### src/design/lcd_pkg.sv
package lcd_pkg;

	// time base, kept small for simulation
	localparam int us_cycles   = 2;   // clocks per microsecond
	localparam int power_up_us = 500; // wait after supply is stable
	localparam int e_setup_us  = 1;   // data valid to rising enable
	localparam int e_high_us   = 13;  // enable pulse width
	localparam int cmd_us      = 50;  // total time of a normal command
	localparam int long_cmd_us = 200; // clear and home

	localparam int power_up_cyc = power_up_us * us_cycles;
	localparam int e_setup_cyc  = e_setup_us * us_cycles;
	localparam int e_high_cyc   = e_high_us * us_cycles;
	localparam int cmd_cyc      = cmd_us * us_cycles;
	localparam int long_cmd_cyc = long_cmd_us * us_cycles;

	// sized by the longest interval, the power-up wait
	localparam int cnt_w = $clog2(power_up_cyc + 1);

	// host command queue
	localparam int queue_depth = 4;
	localparam int q_ptr_w     = $clog2(queue_depth);
	localparam int q_cnt_w     = $clog2(queue_depth + 1);

	// init sequence length and config word width
	localparam int init_len = 4;
	localparam int cfg_w    = 7;

	// instruction base bytes
	localparam logic [7:0] cmd_function_set = 8'h30; // 8-bit bus
	localparam logic [7:0] cmd_display_ctrl = 8'h08;
	localparam logic [7:0] cmd_clear        = 8'h01;
	localparam logic [7:0] cmd_home         = 8'h02;
	localparam logic [7:0] cmd_entry_mode   = 8'h04;

	// bit positions in cfg
	localparam int cfg_lines   = 6;
	localparam int cfg_font    = 5;
	localparam int cfg_display = 4;
	localparam int cfg_cursor  = 3;
	localparam int cfg_blink   = 2;
	localparam int cfg_inc     = 1;
	localparam int cfg_shift   = 0;

	typedef struct packed {
		logic       rs;   // 0 instruction, 1 data
		logic [7:0] data;
	} lcd_cmd_t;

	// clear and home need the long execution time
	function automatic logic is_long_cmd(input lcd_cmd_t c);
		return !c.rs && (c.data == cmd_clear || c.data == cmd_home);
	endfunction

endpackage

### src/design/lcd_cmd_if.sv
`timescale 1ns/1ps

// one command per valid cycle, one credit pulse per freed slot
interface lcd_cmd_if (
	input logic clk
);
	import lcd_pkg::*;

	logic     valid;  // single-cycle, only while a credit is held
	lcd_cmd_t cmd;
	logic     credit; // single-cycle return

	modport src (
		input  clk,
		output valid,
		output cmd,
		input  credit
	);

	modport snk (
		input  clk,
		input  valid,
		input  cmd,
		output credit
	);

endinterface

### src/design/lcd_cmd_queue.sv
`timescale 1ns/1ps

module lcd_cmd_queue (
	input  logic       clk,
	input  logic       rst_n,
	input  logic       cmd_valid,
	input  logic       cmd_rs,
	input  logic [7:0] cmd_data,
	output logic       cmd_credit,
	lcd_cmd_if.src     down
);
	import lcd_pkg::*;

	lcd_cmd_t           mem [queue_depth];
	logic [q_ptr_w-1:0] wr_ptr;
	logic [q_ptr_w-1:0] rd_ptr;
	logic [q_cnt_w-1:0] count;
	logic               dn_credit; // one slot in the sequencer
	logic               dn_avail;
	logic               pop;

	// a credit returned this cycle can be spent right away
	assign dn_avail = dn_credit | down.credit;
	assign pop      = dn_avail && (count != '0);

	// each pop frees one slot for the host
	assign cmd_credit = pop;

	always_ff @(posedge clk) begin
		if (cmd_valid) begin
			mem[wr_ptr] <= '{rs: cmd_rs, data: cmd_data};
		end
	end

	always_ff @(posedge clk) begin
		if (!rst_n) begin
			wr_ptr <= '0;
			rd_ptr <= '0;
			count  <= '0;
		end else begin
			if (cmd_valid) begin
				wr_ptr <= wr_ptr + 1'b1; // depth is a power of two
			end
			if (pop) begin
				rd_ptr <= rd_ptr + 1'b1;
			end
			case ({cmd_valid, pop})
				2'b10:   count <= count + 1'b1;
				2'b01:   count <= count - 1'b1;
				default: count <= count;
			endcase
		end
	end

	// downstream credit, starts with one
	always_ff @(posedge clk) begin
		if (!rst_n) begin
			dn_credit <= 1'b1;
		end else begin
			dn_credit <= dn_avail & ~pop;
		end
	end

	always_ff @(posedge clk) begin
		if (!rst_n) begin
			down.valid <= 1'b0;
		end else begin
			down.valid <= pop;
		end
	end

	// head goes out the cycle after the pop
	always_ff @(posedge clk) begin
		if (pop) begin
			down.cmd <= mem[rd_ptr];
		end
	end

endmodule

### src/design/lcd_init_sequencer.sv
`timescale 1ns/1ps

module lcd_init_sequencer (
	input  logic                      clk,
	input  logic                      rst_n,
	input  logic [lcd_pkg::cfg_w-1:0] cfg,
	output logic                      ready,
	lcd_cmd_if.snk                    up,
	lcd_cmd_if.src                    down
);
	import lcd_pkg::*;

	typedef enum logic [1:0] {
		ph_power,
		ph_init,
		ph_run
	} phase_t;

	phase_t           phase;
	logic [cnt_w-1:0] pwr_cnt;
	logic [2:0]       idx;       // next init command, init_len when done
	logic [cfg_w-1:0] cfg_q;
	logic             dn_credit;
	logic             dn_avail;
	logic             hold_valid; // command parked from up
	lcd_cmd_t         hold_cmd;
	logic             send;
	lcd_cmd_t         send_cmd;
	logic             pop_hold;
	logic             bypass;    // up command goes straight through

	function automatic logic [7:0] init_byte(input logic [1:0] i, input logic [cfg_w-1:0] c);
		logic [7:0] b;
		case (i)
			2'd0:    b = cmd_function_set | {4'b0, c[cfg_lines], c[cfg_font], 2'b0};
			2'd1:    b = cmd_display_ctrl | {5'b0, c[cfg_display], c[cfg_cursor], c[cfg_blink]};
			2'd2:    b = cmd_clear;
			default: b = cmd_entry_mode | {6'b0, c[cfg_inc], c[cfg_shift]};
		endcase
		return b;
	endfunction

	assign dn_avail = dn_credit | down.credit;
	assign ready    = (phase == ph_run);

	always_comb begin
		send     = 1'b0;
		send_cmd = '{rs: 1'b0, data: init_byte(idx[1:0], cfg_q)};
		pop_hold = 1'b0;
		bypass   = 1'b0;
		case (phase)
			ph_init: begin
				send = dn_avail && (idx < 3'(init_len));
			end
			ph_run: begin
				if (hold_valid && dn_avail) begin
					send     = 1'b1;
					send_cmd = hold_cmd;
					pop_hold = 1'b1;
				end else if (up.valid && dn_avail) begin
					send     = 1'b1;
					send_cmd = up.cmd;
					bypass   = 1'b1;
				end
			end
			default: ;
		endcase
	end

	always_ff @(posedge clk) begin
		if (!rst_n) begin
			phase   <= ph_power;
			pwr_cnt <= '0;
			idx     <= '0;
		end else begin
			case (phase)
				ph_power: begin
					pwr_cnt <= pwr_cnt + 1'b1;
					if (pwr_cnt == cnt_w'(power_up_cyc - 1)) begin
						phase <= ph_init;
					end
				end
				ph_init: begin
					if (send) begin
						idx <= idx + 1'b1;
					end
					// entry mode finished in the driver
					if (idx == 3'(init_len) && down.credit) begin
						phase <= ph_run;
					end
				end
				default: ;
			endcase
		end
	end

	// config is read once, at the end of power-up
	always_ff @(posedge clk) begin
		if (phase == ph_power && pwr_cnt == cnt_w'(power_up_cyc - 1)) begin
			cfg_q <= cfg;
		end
	end

	always_ff @(posedge clk) begin
		if (!rst_n) begin
			dn_credit  <= 1'b1;
			hold_valid <= 1'b0;
			down.valid <= 1'b0;
			up.credit  <= 1'b0;
		end else begin
			dn_credit  <= dn_avail & ~send;
			hold_valid <= (hold_valid & ~pop_hold) | (up.valid & ~bypass);
			down.valid <= send;
			up.credit  <= pop_hold | bypass; // slot free once forwarded
		end
	end

	always_ff @(posedge clk) begin
		if (up.valid && !bypass) begin
			hold_cmd <= up.cmd;
		end
		if (send) begin
			down.cmd <= send_cmd;
		end
	end

endmodule

### src/design/lcd_bus_driver.sv
`timescale 1ns/1ps

module lcd_bus_driver (
	input  logic       clk,
	input  logic       rst_n,
	lcd_cmd_if.snk     up,
	output logic       lcd_e,
	output logic       lcd_rs,
	output logic [7:0] lcd_data
);
	import lcd_pkg::*;

	logic             busy;
	logic [cnt_w-1:0] cnt;      // cycles since accept, 1 on the first busy cycle
	logic             long_q;   // clear or home in flight
	logic [cnt_w-1:0] last_cnt;
	logic             e_nxt;
	logic             done;

	// total command time less one, credit is registered
	always_comb begin
		if (long_q) begin
			last_cnt = cnt_w'(long_cmd_cyc - 1);
		end else begin
			last_cnt = cnt_w'(cmd_cyc - 1);
		end
	end

	assign done = busy && (cnt == last_cnt);

	// enable window, decoded one cycle ahead so lcd_e is a flop
	always_comb begin
		e_nxt = 1'b0;
		if (busy) begin
			e_nxt = (cnt >= cnt_w'(e_setup_cyc)) &&
				(cnt < cnt_w'(e_setup_cyc + e_high_cyc));
		end
	end

	always_ff @(posedge clk) begin
		if (!rst_n) begin
			busy   <= 1'b0;
			cnt    <= '0;
			long_q <= 1'b0;
		end else begin
			if (!busy) begin
				if (up.valid) begin
					busy   <= 1'b1;
					cnt    <= cnt_w'(1);
					long_q <= is_long_cmd(up.cmd);
				end
			end else if (done) begin
				busy <= 1'b0;
				cnt  <= '0;
			end else begin
				cnt <= cnt + 1'b1;
			end
		end
	end

	// bus lines, held from accept through the hold time
	always_ff @(posedge clk) begin
		if (!rst_n) begin
			lcd_rs   <= 1'b0;
			lcd_data <= '0;
		end else begin
			if (!busy && up.valid) begin
				lcd_rs   <= up.cmd.rs;
				lcd_data <= up.cmd.data;
			end else if (done) begin
				lcd_rs   <= 1'b0; // park low when idle
				lcd_data <= '0;
			end
		end
	end

	always_ff @(posedge clk) begin
		if (!rst_n) begin
			lcd_e <= 1'b0;
		end else begin
			lcd_e <= e_nxt;
		end
	end

	// execution time elapsed, stands in for busy-flag polling
	always_ff @(posedge clk) begin
		if (!rst_n) begin
			up.credit <= 1'b0;
		end else begin
			up.credit <= done;
		end
	end

endmodule

### src/design/lcd_subsystem.sv
`timescale 1ns/1ps

module lcd_subsystem (
	input  logic                      clk,
	input  logic                      rst_n,
	input  logic [lcd_pkg::cfg_w-1:0] cfg,
	input  logic                      cmd_valid,
	input  logic                      cmd_rs,
	input  logic [7:0]                cmd_data,
	output logic                      cmd_credit,
	output logic                      ready,
	output logic                      lcd_e,
	output logic                      lcd_rs,
	output logic [7:0]                lcd_data
);

	// queue to sequencer, one credit
	lcd_cmd_if q2s (
		.clk(clk)
	);

	// sequencer to driver, one credit
	lcd_cmd_if s2d (
		.clk(clk)
	);

	lcd_cmd_queue u_cmd_queue (
		.clk       (clk),
		.rst_n     (rst_n),
		.cmd_valid (cmd_valid),
		.cmd_rs    (cmd_rs),
		.cmd_data  (cmd_data),
		.cmd_credit(cmd_credit),
		.down      (q2s.src)
	);

	lcd_init_sequencer u_init_sequencer (
		.clk  (clk),
		.rst_n(rst_n),
		.cfg  (cfg),
		.ready(ready),
		.up   (q2s.snk),
		.down (s2d.src)
	);

	lcd_bus_driver u_bus_driver (
		.clk     (clk),
		.rst_n   (rst_n),
		.up      (s2d.snk),
		.lcd_e   (lcd_e),
		.lcd_rs  (lcd_rs),
		.lcd_data(lcd_data)
	);

endmodule

### config.mk
export PLATFORM = sky130hd
export DESIGN_NAME = lcd_subsystem
export DESIGN_NICKNAME = d
export VERILOG_FILES = /design/src/design/lcd_pkg.sv /design/src/design/lcd_cmd_if.sv /design/src/design/lcd_cmd_queue.sv /design/src/design/lcd_init_sequencer.sv /design/src/design/lcd_bus_driver.sv /design/src/design/lcd_subsystem.sv
export SDC_FILE = /design/constraint.sdc
export NUM_CORES = 1
export LEC_CHECK = 0
export ABC_CLOCK_PERIOD_IN_PS = 2270
export BUFFER_PORTS_ARGS = -buffer_cell sky130_fd_sc_hd__buf_2
export CAP_MARGIN = 5
export CORE_ASPECT_RATIO = 1.75
export CORE_MARGIN = 1
export CORE_UTILIZATION = 60
export CTS_CLUSTER_SIZE = 28
export DETAILED_ROUTE_END_ITERATION = 7
export PLACE_DENSITY = 0.77
export SKIP_CTS_REPAIR_TIMING = 1
export SYNTH_ARGS = -nofsm -noshare
export SYNTH_HDL_FRONTEND = slang
export SYNTH_HIERARCHICAL = 1
export SYNTH_SLANG_ARGS = --single-unit
### constraint.sdc
create_clock -name clk -period 2.27 [get_ports clk]
set_clock_uncertainty 0.05 [all_clocks]
set_input_delay 0.1135 -clock clk [delete_from_list [all_inputs] [get_ports clk]]
set_output_delay 0.1135 -clock clk [all_outputs]
set_load 0.03 [all_outputs]
==> metrics.yaml, run 1 <==
grt_setup_unrepaired: "no"
drt-total-wl_um: 10000
worstMarginPinSlew_ns: 0.523
timing.fmax_mhz: 519
syn_to_final_growth_pct: 20.2
worstPathMaxFanout: 4
synth_largest_area_cell: "edfxtp_1"
synth_top_cell_area_share_pct: 41.3
postSynth.asyncResetShare_pct: 0
grt_pass1_wl_um: 14900
numCtsBuffers: 17
synth_area_per_cell_um2: 12.8
drc_errors: 0
start_util_pct: 61.7
tns_ns: 0
cts_tree: "built"
critPathArrivalTime_ns: 2.22
cp.required_ns: 2.56
core_um2: 8260
nFillCells: 512
vias_per_cell: 5.83
vias: 3267
grt.total_usage_pct: 23.0
grt_max_degree: 27
peakVddDrop_mv: 0.854
period_share_pct: 84.9
slew-limit-headroom_pct: 65.1
cts_root_buffer: "clkbuf_16"
drtPass1Iterations: 4
fin_crit_ns: 1.93
syn_nets: 434
seq_area_frac_synth_pct: 61.3
maxCapViolCount: 0
ys_ff_latch: 121
htreeDepth: 4
antenna_cells: 0
drtIter0Drc: 154
post-route-util_pct: 74.2
io_pins: 31
postRouteAntennaNets: 0
power_leakage_nw: 2.33
clk_transition_reported_paths_ns: 0.06
nNetsFinal: 491
gp_congestion: 0.844
die_x_um: 71.7
grt_pass1_vias: 3178
critPathLaunchType: "flip-flop"
hold_viol_final: 0
yosysWarnings: 6
synth_ff_type: "edfxtp_1"
crit_type: "flip-flop to flip-flop"
antenna_found_initial: 0
syn_area_um2: 5090
numPortBuffers: 30
avgRoutedWirePerCell_um: 17.9
synthTopCellsByCount: "edfxtp_1, dfxtp_1, nand2_1"
drive_gt1_share_pct: 18.2
synth-edff-count: 70
worstSetupEndpointType: "flip-flop"
hp-class: "primary input to flip-flop"
clock-sinks: 121
dieArea_um2: 8880
rows: 44
synthTopCellsByArea: "edfxtp_1, dfxtp_1, ha_1, mux4_1, nand2_1"
die_h_um: 124
ys_types: 61
yosysMostFrequentCell: "edfxtp_1"
syn_inst: 398
overflow: 0
power_density_nw_per_um2: 1070
dp.final_hpwl_um: 6230
cts_max_path_buffers: 2
clkLatencyLatePin_ns: 0.42
drv_slew: 0
status: "completed"
setup_violations: 0
[final timing paths]
path / from / to / slack [ns] / depth (start not counted)
setup / recovery: u_cmd_queue/count[0] / u_cmd_queue/count[2] / 0.34 / 7
hold reg to reg: u_cmd_queue/down.cmd[1] / u_init_sequencer/hold_cmd[1] / 0.40 / 0
hold / removal: cmd_valid / u_cmd_queue/wr_ptr[1] / 0.06 / 3
setup reg to reg: u_cmd_queue/count[0] / u_cmd_queue/count[2] / 0.34 / 7
[final cells by class]
| cell class | instances | area, µm² | area share [%] |
|---|---|---|---|
| Clock buffer | 17 | 425 | 6.95 |
| Clock inverter | 15 | 213 | 3.47 |
| Inverter | 18 | 67.6 | 1.10 |
| Multi-Input combinational cell | 246 | 1830 | 29.9 |
| Sequential cell | 121 | 3120 | 51.0 |
| Tap cell | 92 | 115 | 1.88 |
| Timing Repair Buffer | 51 | 348 | 5.68 |
[registers in the layout, indices dropped and copies added (netlist names), 2 cells and up]
name	flops
u_cmd_queue/rd_ptr	2
u_init_sequencer/down.cmd	9
u_init_sequencer/cfg_q	7
u_cmd_queue/down.cmd	9
u_init_sequencer/hold_cmd	9
u_cmd_queue/mem	36
u_cmd_queue/wr_ptr	2
u_init_sequencer/phase	2
u_cmd_queue/count	3
u_bus_driver/cnt	10
u_init_sequencer/pwr_cnt	10
u_init_sequencer/idx	3
u_bus_driver/lcd_data	8
[cells in the final DEF (no fill, tap or decap), types with 2 or more instances in the layout]
| master | Yosys | routed |
|---|---|---|
| edfxtp_1 | 70 | 70 |
| dfxtp_1 | 51 | 51 |
| nand2_1 | 32 | 32 |
| buf_2 | 6 | 30 |
| nor2_1 | 30 | 30 |
| inv_1 | 18 | 18 |
| clkbuf_16 | 0 | 17 |
| o21ai_0 | 17 | 17 |
| dlygate4sd3_1 | 0 | 16 |
| ha_1 | 16 | 16 |
| a21oi_1 | 14 | 14 |
| and2_1 | 12 | 12 |
| nand3_1 | 10 | 10 |
| xnor2_1 | 10 | 10 |
| a22o_1 | 9 | 9 |
| xor2_1 | 8 | 8 |
| and3_1 | 7 | 7 |
| nor3_1 | 7 | 7 |
| inv_6 | 0 | 6 |
| mux4_1 | 6 | 6 |
| buf_4 | 0 | 5 |
| nand4_1 | 5 | 5 |
| a22oi_1 | 5 | 5 |
| bufinv_16 | 0 | 4 |
| nor2b_1 | 4 | 4 |
| nor4_1 | 3 | 3 |
| a21boi_0 | 3 | 3 |
| or3_1 | 3 | 3 |
| mux4_2 | 3 | 3 |
| mux2i_1 | 3 | 3 |
| clkinvlp_4 | 0 | 2 |
| or2_2 | 2 | 2 |
| nand2b_1 | 2 | 2 |
| and2_2 | 2 | 2 |
| o21bai_1 | 2 | 2 |
| o21ai_1 | 2 | 2 |
| a221o_1 | 2 | 2 |
[critical path: stages, from the launching register on]
cell	delay (ns)
dfxtp_1	0.40
o32a_4	0.19
ha_1	0.17
inv_1	0.06
fa_1	0.38
xor2_1	0.16
or3_1	0.30
a21boi_0	0.15
[power by group]
part | total (mW) | switching [mW] | internal [mW]
clock | 2.89 | 1.03 | 1.86
sequential | 2.84 | 0.187 | 2.65
combinational | 0.819 | 0.451 | 0.367
[per-stage QoR]
stage	hold WS [ns]	cells	area, µm²	setup slack [ns]	power [mW]
after floorplan	0.129	398	5090	0.264	3.42
after global placement	0.253	512	5330	0.420	3.59
after detailed placement	0.245	512	5330	0.331	3.65
after CTS	-0.185	544	5960	0.332	6.54
after global routing	0.0902	560	6120	0.126	6.78
final	0.0577	560	6120	0.343	6.55
[routing by layer]
metal / track usage [%] / part of all wire (%) / wire, µm
met5: 0 / 0 / 0
met4: 14.2 / 3.4 / 337
met3: 5.91 / 3.3 / 329
met2: 42.6 / 56 / 5630
met1: 22.2 / 37 / 3710
[logic make-up (layout without fill, tap and decap cells)]
kind of cell | after synthesis | in the layout | share of synthesized area [%]
simple gates | 130 | 130 | 13.8
flops | 121 | 121 | 61.3
compound gates | 68 | 68 | 9.55
buf+inv | 31 | 101 | 2.73
xor+xnor | 18 | 18 | 3.09
fa+ha+maj | 17 | 17 | 4.32
mux | 13 | 13 | 5.23
Power figures use the tool's default switching activity.
==> inputs of run 2 (changes only) <==
--- a/config.mk
+++ b/config.mk
@@ -5,7 +5,8 @@
 export SDC_FILE = /design/constraint.sdc
 export NUM_CORES = 1
 export LEC_CHECK = 0
-export ABC_CLOCK_PERIOD_IN_PS = 2270
+export ABC_AREA = 1
+export ABC_CLOCK_PERIOD_IN_PS = 1800
 export BUFFER_PORTS_ARGS = -buffer_cell sky130_fd_sc_hd__buf_2
 export CAP_MARGIN = 5
 export CORE_ASPECT_RATIO = 1.75
==> constraint.sdc (replaced) <==
create_clock -name clk -period 1.8 [get_ports clk]
set_clock_uncertainty 0.05 [all_clocks]
set_input_delay 0.09 -clock clk [delete_from_list [all_inputs] [get_ports clk]]
set_output_delay 0.09 -clock clk [all_outputs]
set_load 0.03 [all_outputs]
==> metrics.yaml, run 2 <==
critPathArrivalTime_ns: 2.00
synth_area_per_cell_um2: 10.0
crit_type: "flip-flop to flip-flop"
clock-sinks: 121
avgRoutedWirePerCell_um: 14.8
setup_violations: 0
nNetsFinal: 630
ff2ff_setup_slack_ns: 0.09
crit_start: "u_init_sequencer/idx[0]"
syn_nets: 562
holdPathStages: 3
worstPathMaxFanout: 6
regToRegEndpoint: "u_init_sequencer/phase[0]"
critPathLaunchType: "flip-flop"
drc_errors: 0
rows: 44
drtIter0Drc: 156
dp.final_hpwl_um: 7110
hold_viol_final: 0
fin_hold_ws_ns: 0.0400
cts_root_buffer: "clkbuf_16"
io_pins: 31
power_leakage_nw: 2.46
start_util_pct: 62.6
grt_max_degree: 20
grt_pass1_vias: 3824
grt.total_usage_pct: 24.8
drv_slew: 0
largestRegisters: "u_cmd_queue/mem: 36 flops, u_bus_driver/cnt: 10 flops, u_init_sequencer/pwr_cnt: 10 flops"
synth_ff_type: "edfxtp_1"
antenna_found_initial: 0
instances_no_fill: 722
worstMarginPinSlew_ns: 0.505
syn_inst: 526
status: "completed"
synthTopCellsByCount: "nand2_1, edfxtp_1, inv_1, nor2_1, dfxtp_1"
grt_pass1_wl_um: 16900
vias: 3848
syn_area_um2: 5270
tns_ns: 0
drtPass1Iterations: 4
synthTopCellsByArea: "edfxtp_1, dfxtp_1, nand2_1, inv_1, nor2_1"
numCtsBuffers: 17
synth-edff-count: 70
period_share_pct: 95.1
yosysWarnings: 6
hp-class: "primary input to flip-flop"
cp.required_ns: 2.09
gp_congestion: 0.859
worst_slack_ns: 0.0888
synth_largest_area_cell: "edfxtp_1"
worstSetupEndpointType: "flip-flop"
slew-limit-headroom_pct: 66.0
synth_top_cell_area_share_pct: 39.9
vias_per_cell: 5.33
core_um2: 8420
syn_to_final_growth_pct: 20.8
rr_worst_depth: 6
clkLatencyLatePin_ns: 0.41
timing.fmax_mhz: 584
antenna_cells: 0
layout_commonest_cell: "nand2_1"
peakVddDrop_mv: 1.10
drt-total-wl_um: 10700
dieArea_um2: 9180
seq_area_frac_synth_pct: 59.2
htreeDepth: 4
layout_common_cells: "nand2_1, edfxtp_1, nor2_1, dfxtp_1, inv_1"
post-place-cells: 670
ys_ff_latch: 121
post-route-util_pct: 75.6
postRouteAntennaNets: 0
ys_types: 39
power_density_nw_per_um2: 1230
postSynth.asyncResetShare_pct: 0
maxCapViolCount: 0
cts_tree: "built"
critical_path.endpoint: "u_init_sequencer/phase[0]"
fin_area_um2: 6370
top_register: "u_cmd_queue/mem"
fin_crit_ns: 1.71
cts_max_path_buffers: 2
die_x_um: 72.9
power.total_mw: 7.80
overflow: 0
drive_gt1_share_pct: 22.4
clk_transition_reported_paths_ns: 0.06
r2r_start: "u_init_sequencer/idx[0]"
placed_area_um2: 5590
preCtsSetupSlack_ns: 0.0388
die_h_um: 126
numPortBuffers: 30
yosysMostFrequentCell: "nand2_1"
largest_reg_flops: 36
==> run 2: worst min-delay path by stage <==
stage | startpoint | end
global placement | cfg[4] | u_init_sequencer/cfg_q[4]
floorplan | cmd_data[0] | u_cmd_queue/mem[0][0]
finish | cmd_valid | u_cmd_queue/wr_ptr[0]
global route | cmd_valid | u_cmd_queue/wr_ptr[1]
detailed placement | cfg[4] | u_init_sequencer/cfg_q[4]
CTS | cfg[4] | u_init_sequencer/cfg_q[4]
==> run 2: cell families (layout without fill, tap and decap cells) <==
logic type      after synthesis  after routing  synth area share, %
flops                       121            121                 59.2
fa+ha+maj                    17             17                 4.18
compound gates               95             95                 10.4
xor+xnor                      4              4                0.665
buf+inv                      75            156                 6.17
simple gates                214            214                 19.3
==> run 2: layout make-up <==
cell class / count / area (µm²)
Timing Repair inverter: 2 / 15.0
Multi-Input combinational cell: 330 / 1870
Inverter: 65 / 255
Fill cell: 572 / 2050
Clock inverter: 15 / 141
Sequential cell: 121 / 3120
Clock buffer: 17 / 425
Tap cell: 115 / 144
Timing Repair Buffer: 57 / 395
==> run 2: where the power goes <==
part	leakage, nW	switching, mW	internal (mW)
combinational	1.14	0.745	0.383
sequential	1.05	0.153	3.33
clock	0.268	1.27	1.92
==> run 2: critical path, cell delays in order (launching register included) <==
cell and delay (ns):
dfxtp_1 0.34, inv_1 0.19, ha_1 0.26, nand2_1 0.08, o21ai_0 0.41, nand3_2 0.14, a21oi_1 0.17
==> run 2: routing by layer <==
layer / vias up / track usage (%) / routed length [µm]
met3: 28 / 6.48 / 344
met2: 82 / 47.6 / 6320
met5: - / 0 / 0
li1: 1909 / - / -
met1: 1829 / 21.9 / 3690
met4: 0 / 14.6 / 346
==> inputs of run 3 (changes only) <==
--- a/config.mk
+++ b/config.mk
@@ -15,6 +15,7 @@
 export CTS_CLUSTER_SIZE = 28
 export DETAILED_ROUTE_END_ITERATION = 7
 export PLACE_DENSITY = 0.77
+export RECOVER_POWER = 100
 export SKIP_CTS_REPAIR_TIMING = 1
 export SYNTH_ARGS = -nofsm -noshare
 export SYNTH_HDL_FRONTEND = slang
==> metrics.yaml, run 3 (synthesis gave the netlist of run 2 again) <==
status: "completed"
timing.fmax_mhz: 586
vias_per_cell: 5.35
start_util_pct: 62.6
dr_wl_met3_um: 380
rr_worst_depth: 6
cts_tree: "built"
ff2ff_setup_slack_ns: 0.09
whs_endpoint: "u_cmd_queue/wr_ptr[0]"
drive_gt1_share_pct: 15.5
setup_violations: 0
layout_commonest_cell: "nand2_1"
avgRoutedWirePerCell_um: 14.9
r2r_start: "u_init_sequencer/idx[0]"
maxCapViolCount: 0
dieArea_um2: 9180
critPathArrivalTime_ns: 1.99
syn_to_final_growth_pct: 18.8
holdPathStages: 3
power_leakage_nw: 2.39
crit_type: "flip-flop to flip-flop"
worstMarginPinSlew_ns: 0.547
top_layer: "met4"
drt-total-wl_um: 10700
numCtsBuffers: 17
layout_common_cells: "nand2_1, edfxtp_1, nor2_1, inv_1, dfxtp_1"
cts_max_path_buffers: 2
worstPathMaxFanout: 6
grt.total_usage_pct: 24.8
drtIter0Drc: 172
worstHoldStart: "cmd_valid"
wl_met1_um: 3690
core_um2: 8420
period_share_pct: 94.8
hp-class: "primary input to flip-flop"
numPortBuffers: 30
slew-limit-headroom_pct: 63.5
grt_pass1_wl_um: 16900
drtPass1Iterations: 4
clk_transition_reported_paths_ns: 0.06
die_h_um: 126
regToRegEndpoint: "u_init_sequencer/phase[0]"
nNetsFinal: 630
gp_congestion: 0.859
post-route-util_pct: 74.4
antenna_cells: 0
overflow: 0
largestRegisters: "u_cmd_queue/mem: 36 flops, u_bus_driver/cnt: 10 flops, u_init_sequencer/pwr_cnt: 10 flops"
cts_root_buffer: "clkbuf_16"
tns_ns: 0
largest_reg_flops: 36
grt_max_degree: 20
preCtsSetupSlack_ns: 0.0388
cp.required_ns: 2.09
peakVddDrop_mv: 1.11
power_density_nw_per_um2: 1240
drv_slew: 0
top_register: "u_cmd_queue/mem"
dp.final_hpwl_um: 7110
worst_slack_ns: 0.0941
antenna_found_initial: 0
clkLatencyLatePin_ns: 0.41
instances_no_fill: 722
fin_crit_ns: 1.71
post-place-cells: 670
grt_pass1_vias: 3824
drc_errors: 0
die_x_um: 72.9
wl_met2_um: 6330
worstSetupEndpointType: "flip-flop"
io_pins: 31
hold_viol_final: 0
vias: 3862
critPathLaunchType: "flip-flop"
clock-sinks: 121
rows: 44
postRouteAntennaNets: 0
htreeDepth: 4
==> run 3: worst max-delay path, stage by stage, from the launching register on <==
cell,delay [ns]
dfxtp_1,0.34
inv_1,0.19
ha_1,0.26
nand2_1,0.08
o21ai_0,0.40
nand3_2,0.14
a21oi_1,0.17
==> run 3: final cells by class <==
| cell class | instances | area (µm²) |
|---|---|---|
| Sequential cell | 121 | 3120 |
| Fill cell | 605 | 2160 |
| Multi-Input combinational cell | 330 | 1800 |
| Clock buffer | 17 | 425 |
| Timing Repair Buffer | 57 | 363 |
| Inverter | 65 | 255 |
| Tap cell | 115 | 144 |
| Clock inverter | 15 | 141 |
| Timing Repair inverter | 2 | 15.0 |
==> run 3: per-stage QoR <==
step	area (µm²)	power, mW	hold slack [ns]
6_report	6260	7.79	0.0414
5_1_grt	6260	8.12	0.0733
4_1_cts	6150	7.79	-0.209
3_5_place_dp	5590	4.60	0.218
3_3_place_gp	5590	4.51	0.219
2_1_floorplan	5310	4.28	0.139
==> run 3: worst max path at each step <==
stage | startpoint | to | slack, ns
5_1_grt | u_init_sequencer/idx[0] | u_init_sequencer/phase[0] | -0.03
2_1_floorplan | u_cmd_queue/count[1] | u_cmd_queue/count[1] | -0.009
3_3_place_gp | u_init_sequencer/phase[1] | u_init_sequencer/down.cmd[8] | 0.16
3_5_place_dp | u_init_sequencer/phase[1] | u_init_sequencer/down.cmd[7] | 0.04
4_1_cts | u_init_sequencer/phase[1] | u_init_sequencer/down.cmd[3] | 0.03
6_report | u_init_sequencer/idx[0] | u_init_sequencer/phase[0] | 0.09
==> run 3: metal layers <==
| layer | vias up | track usage, % |
|---|---|---|
| met2 | 79 | 47.6 |
| met1 | 1843 | 21.9 |
| met5 | - | 0 |
| met3 | 30 | 6.48 |
| li1 | 1910 | - |
| met4 | 0 | 14.6 |
==> run 3: where the power goes <==
part	switching [mW]	internal [mW]	leakage [nW]
Sequential	0.152	3.33	1.05
Clock	1.26	1.92	0.268
Combinational	0.746	0.379	1.07
Total	2.16	5.63	2.39
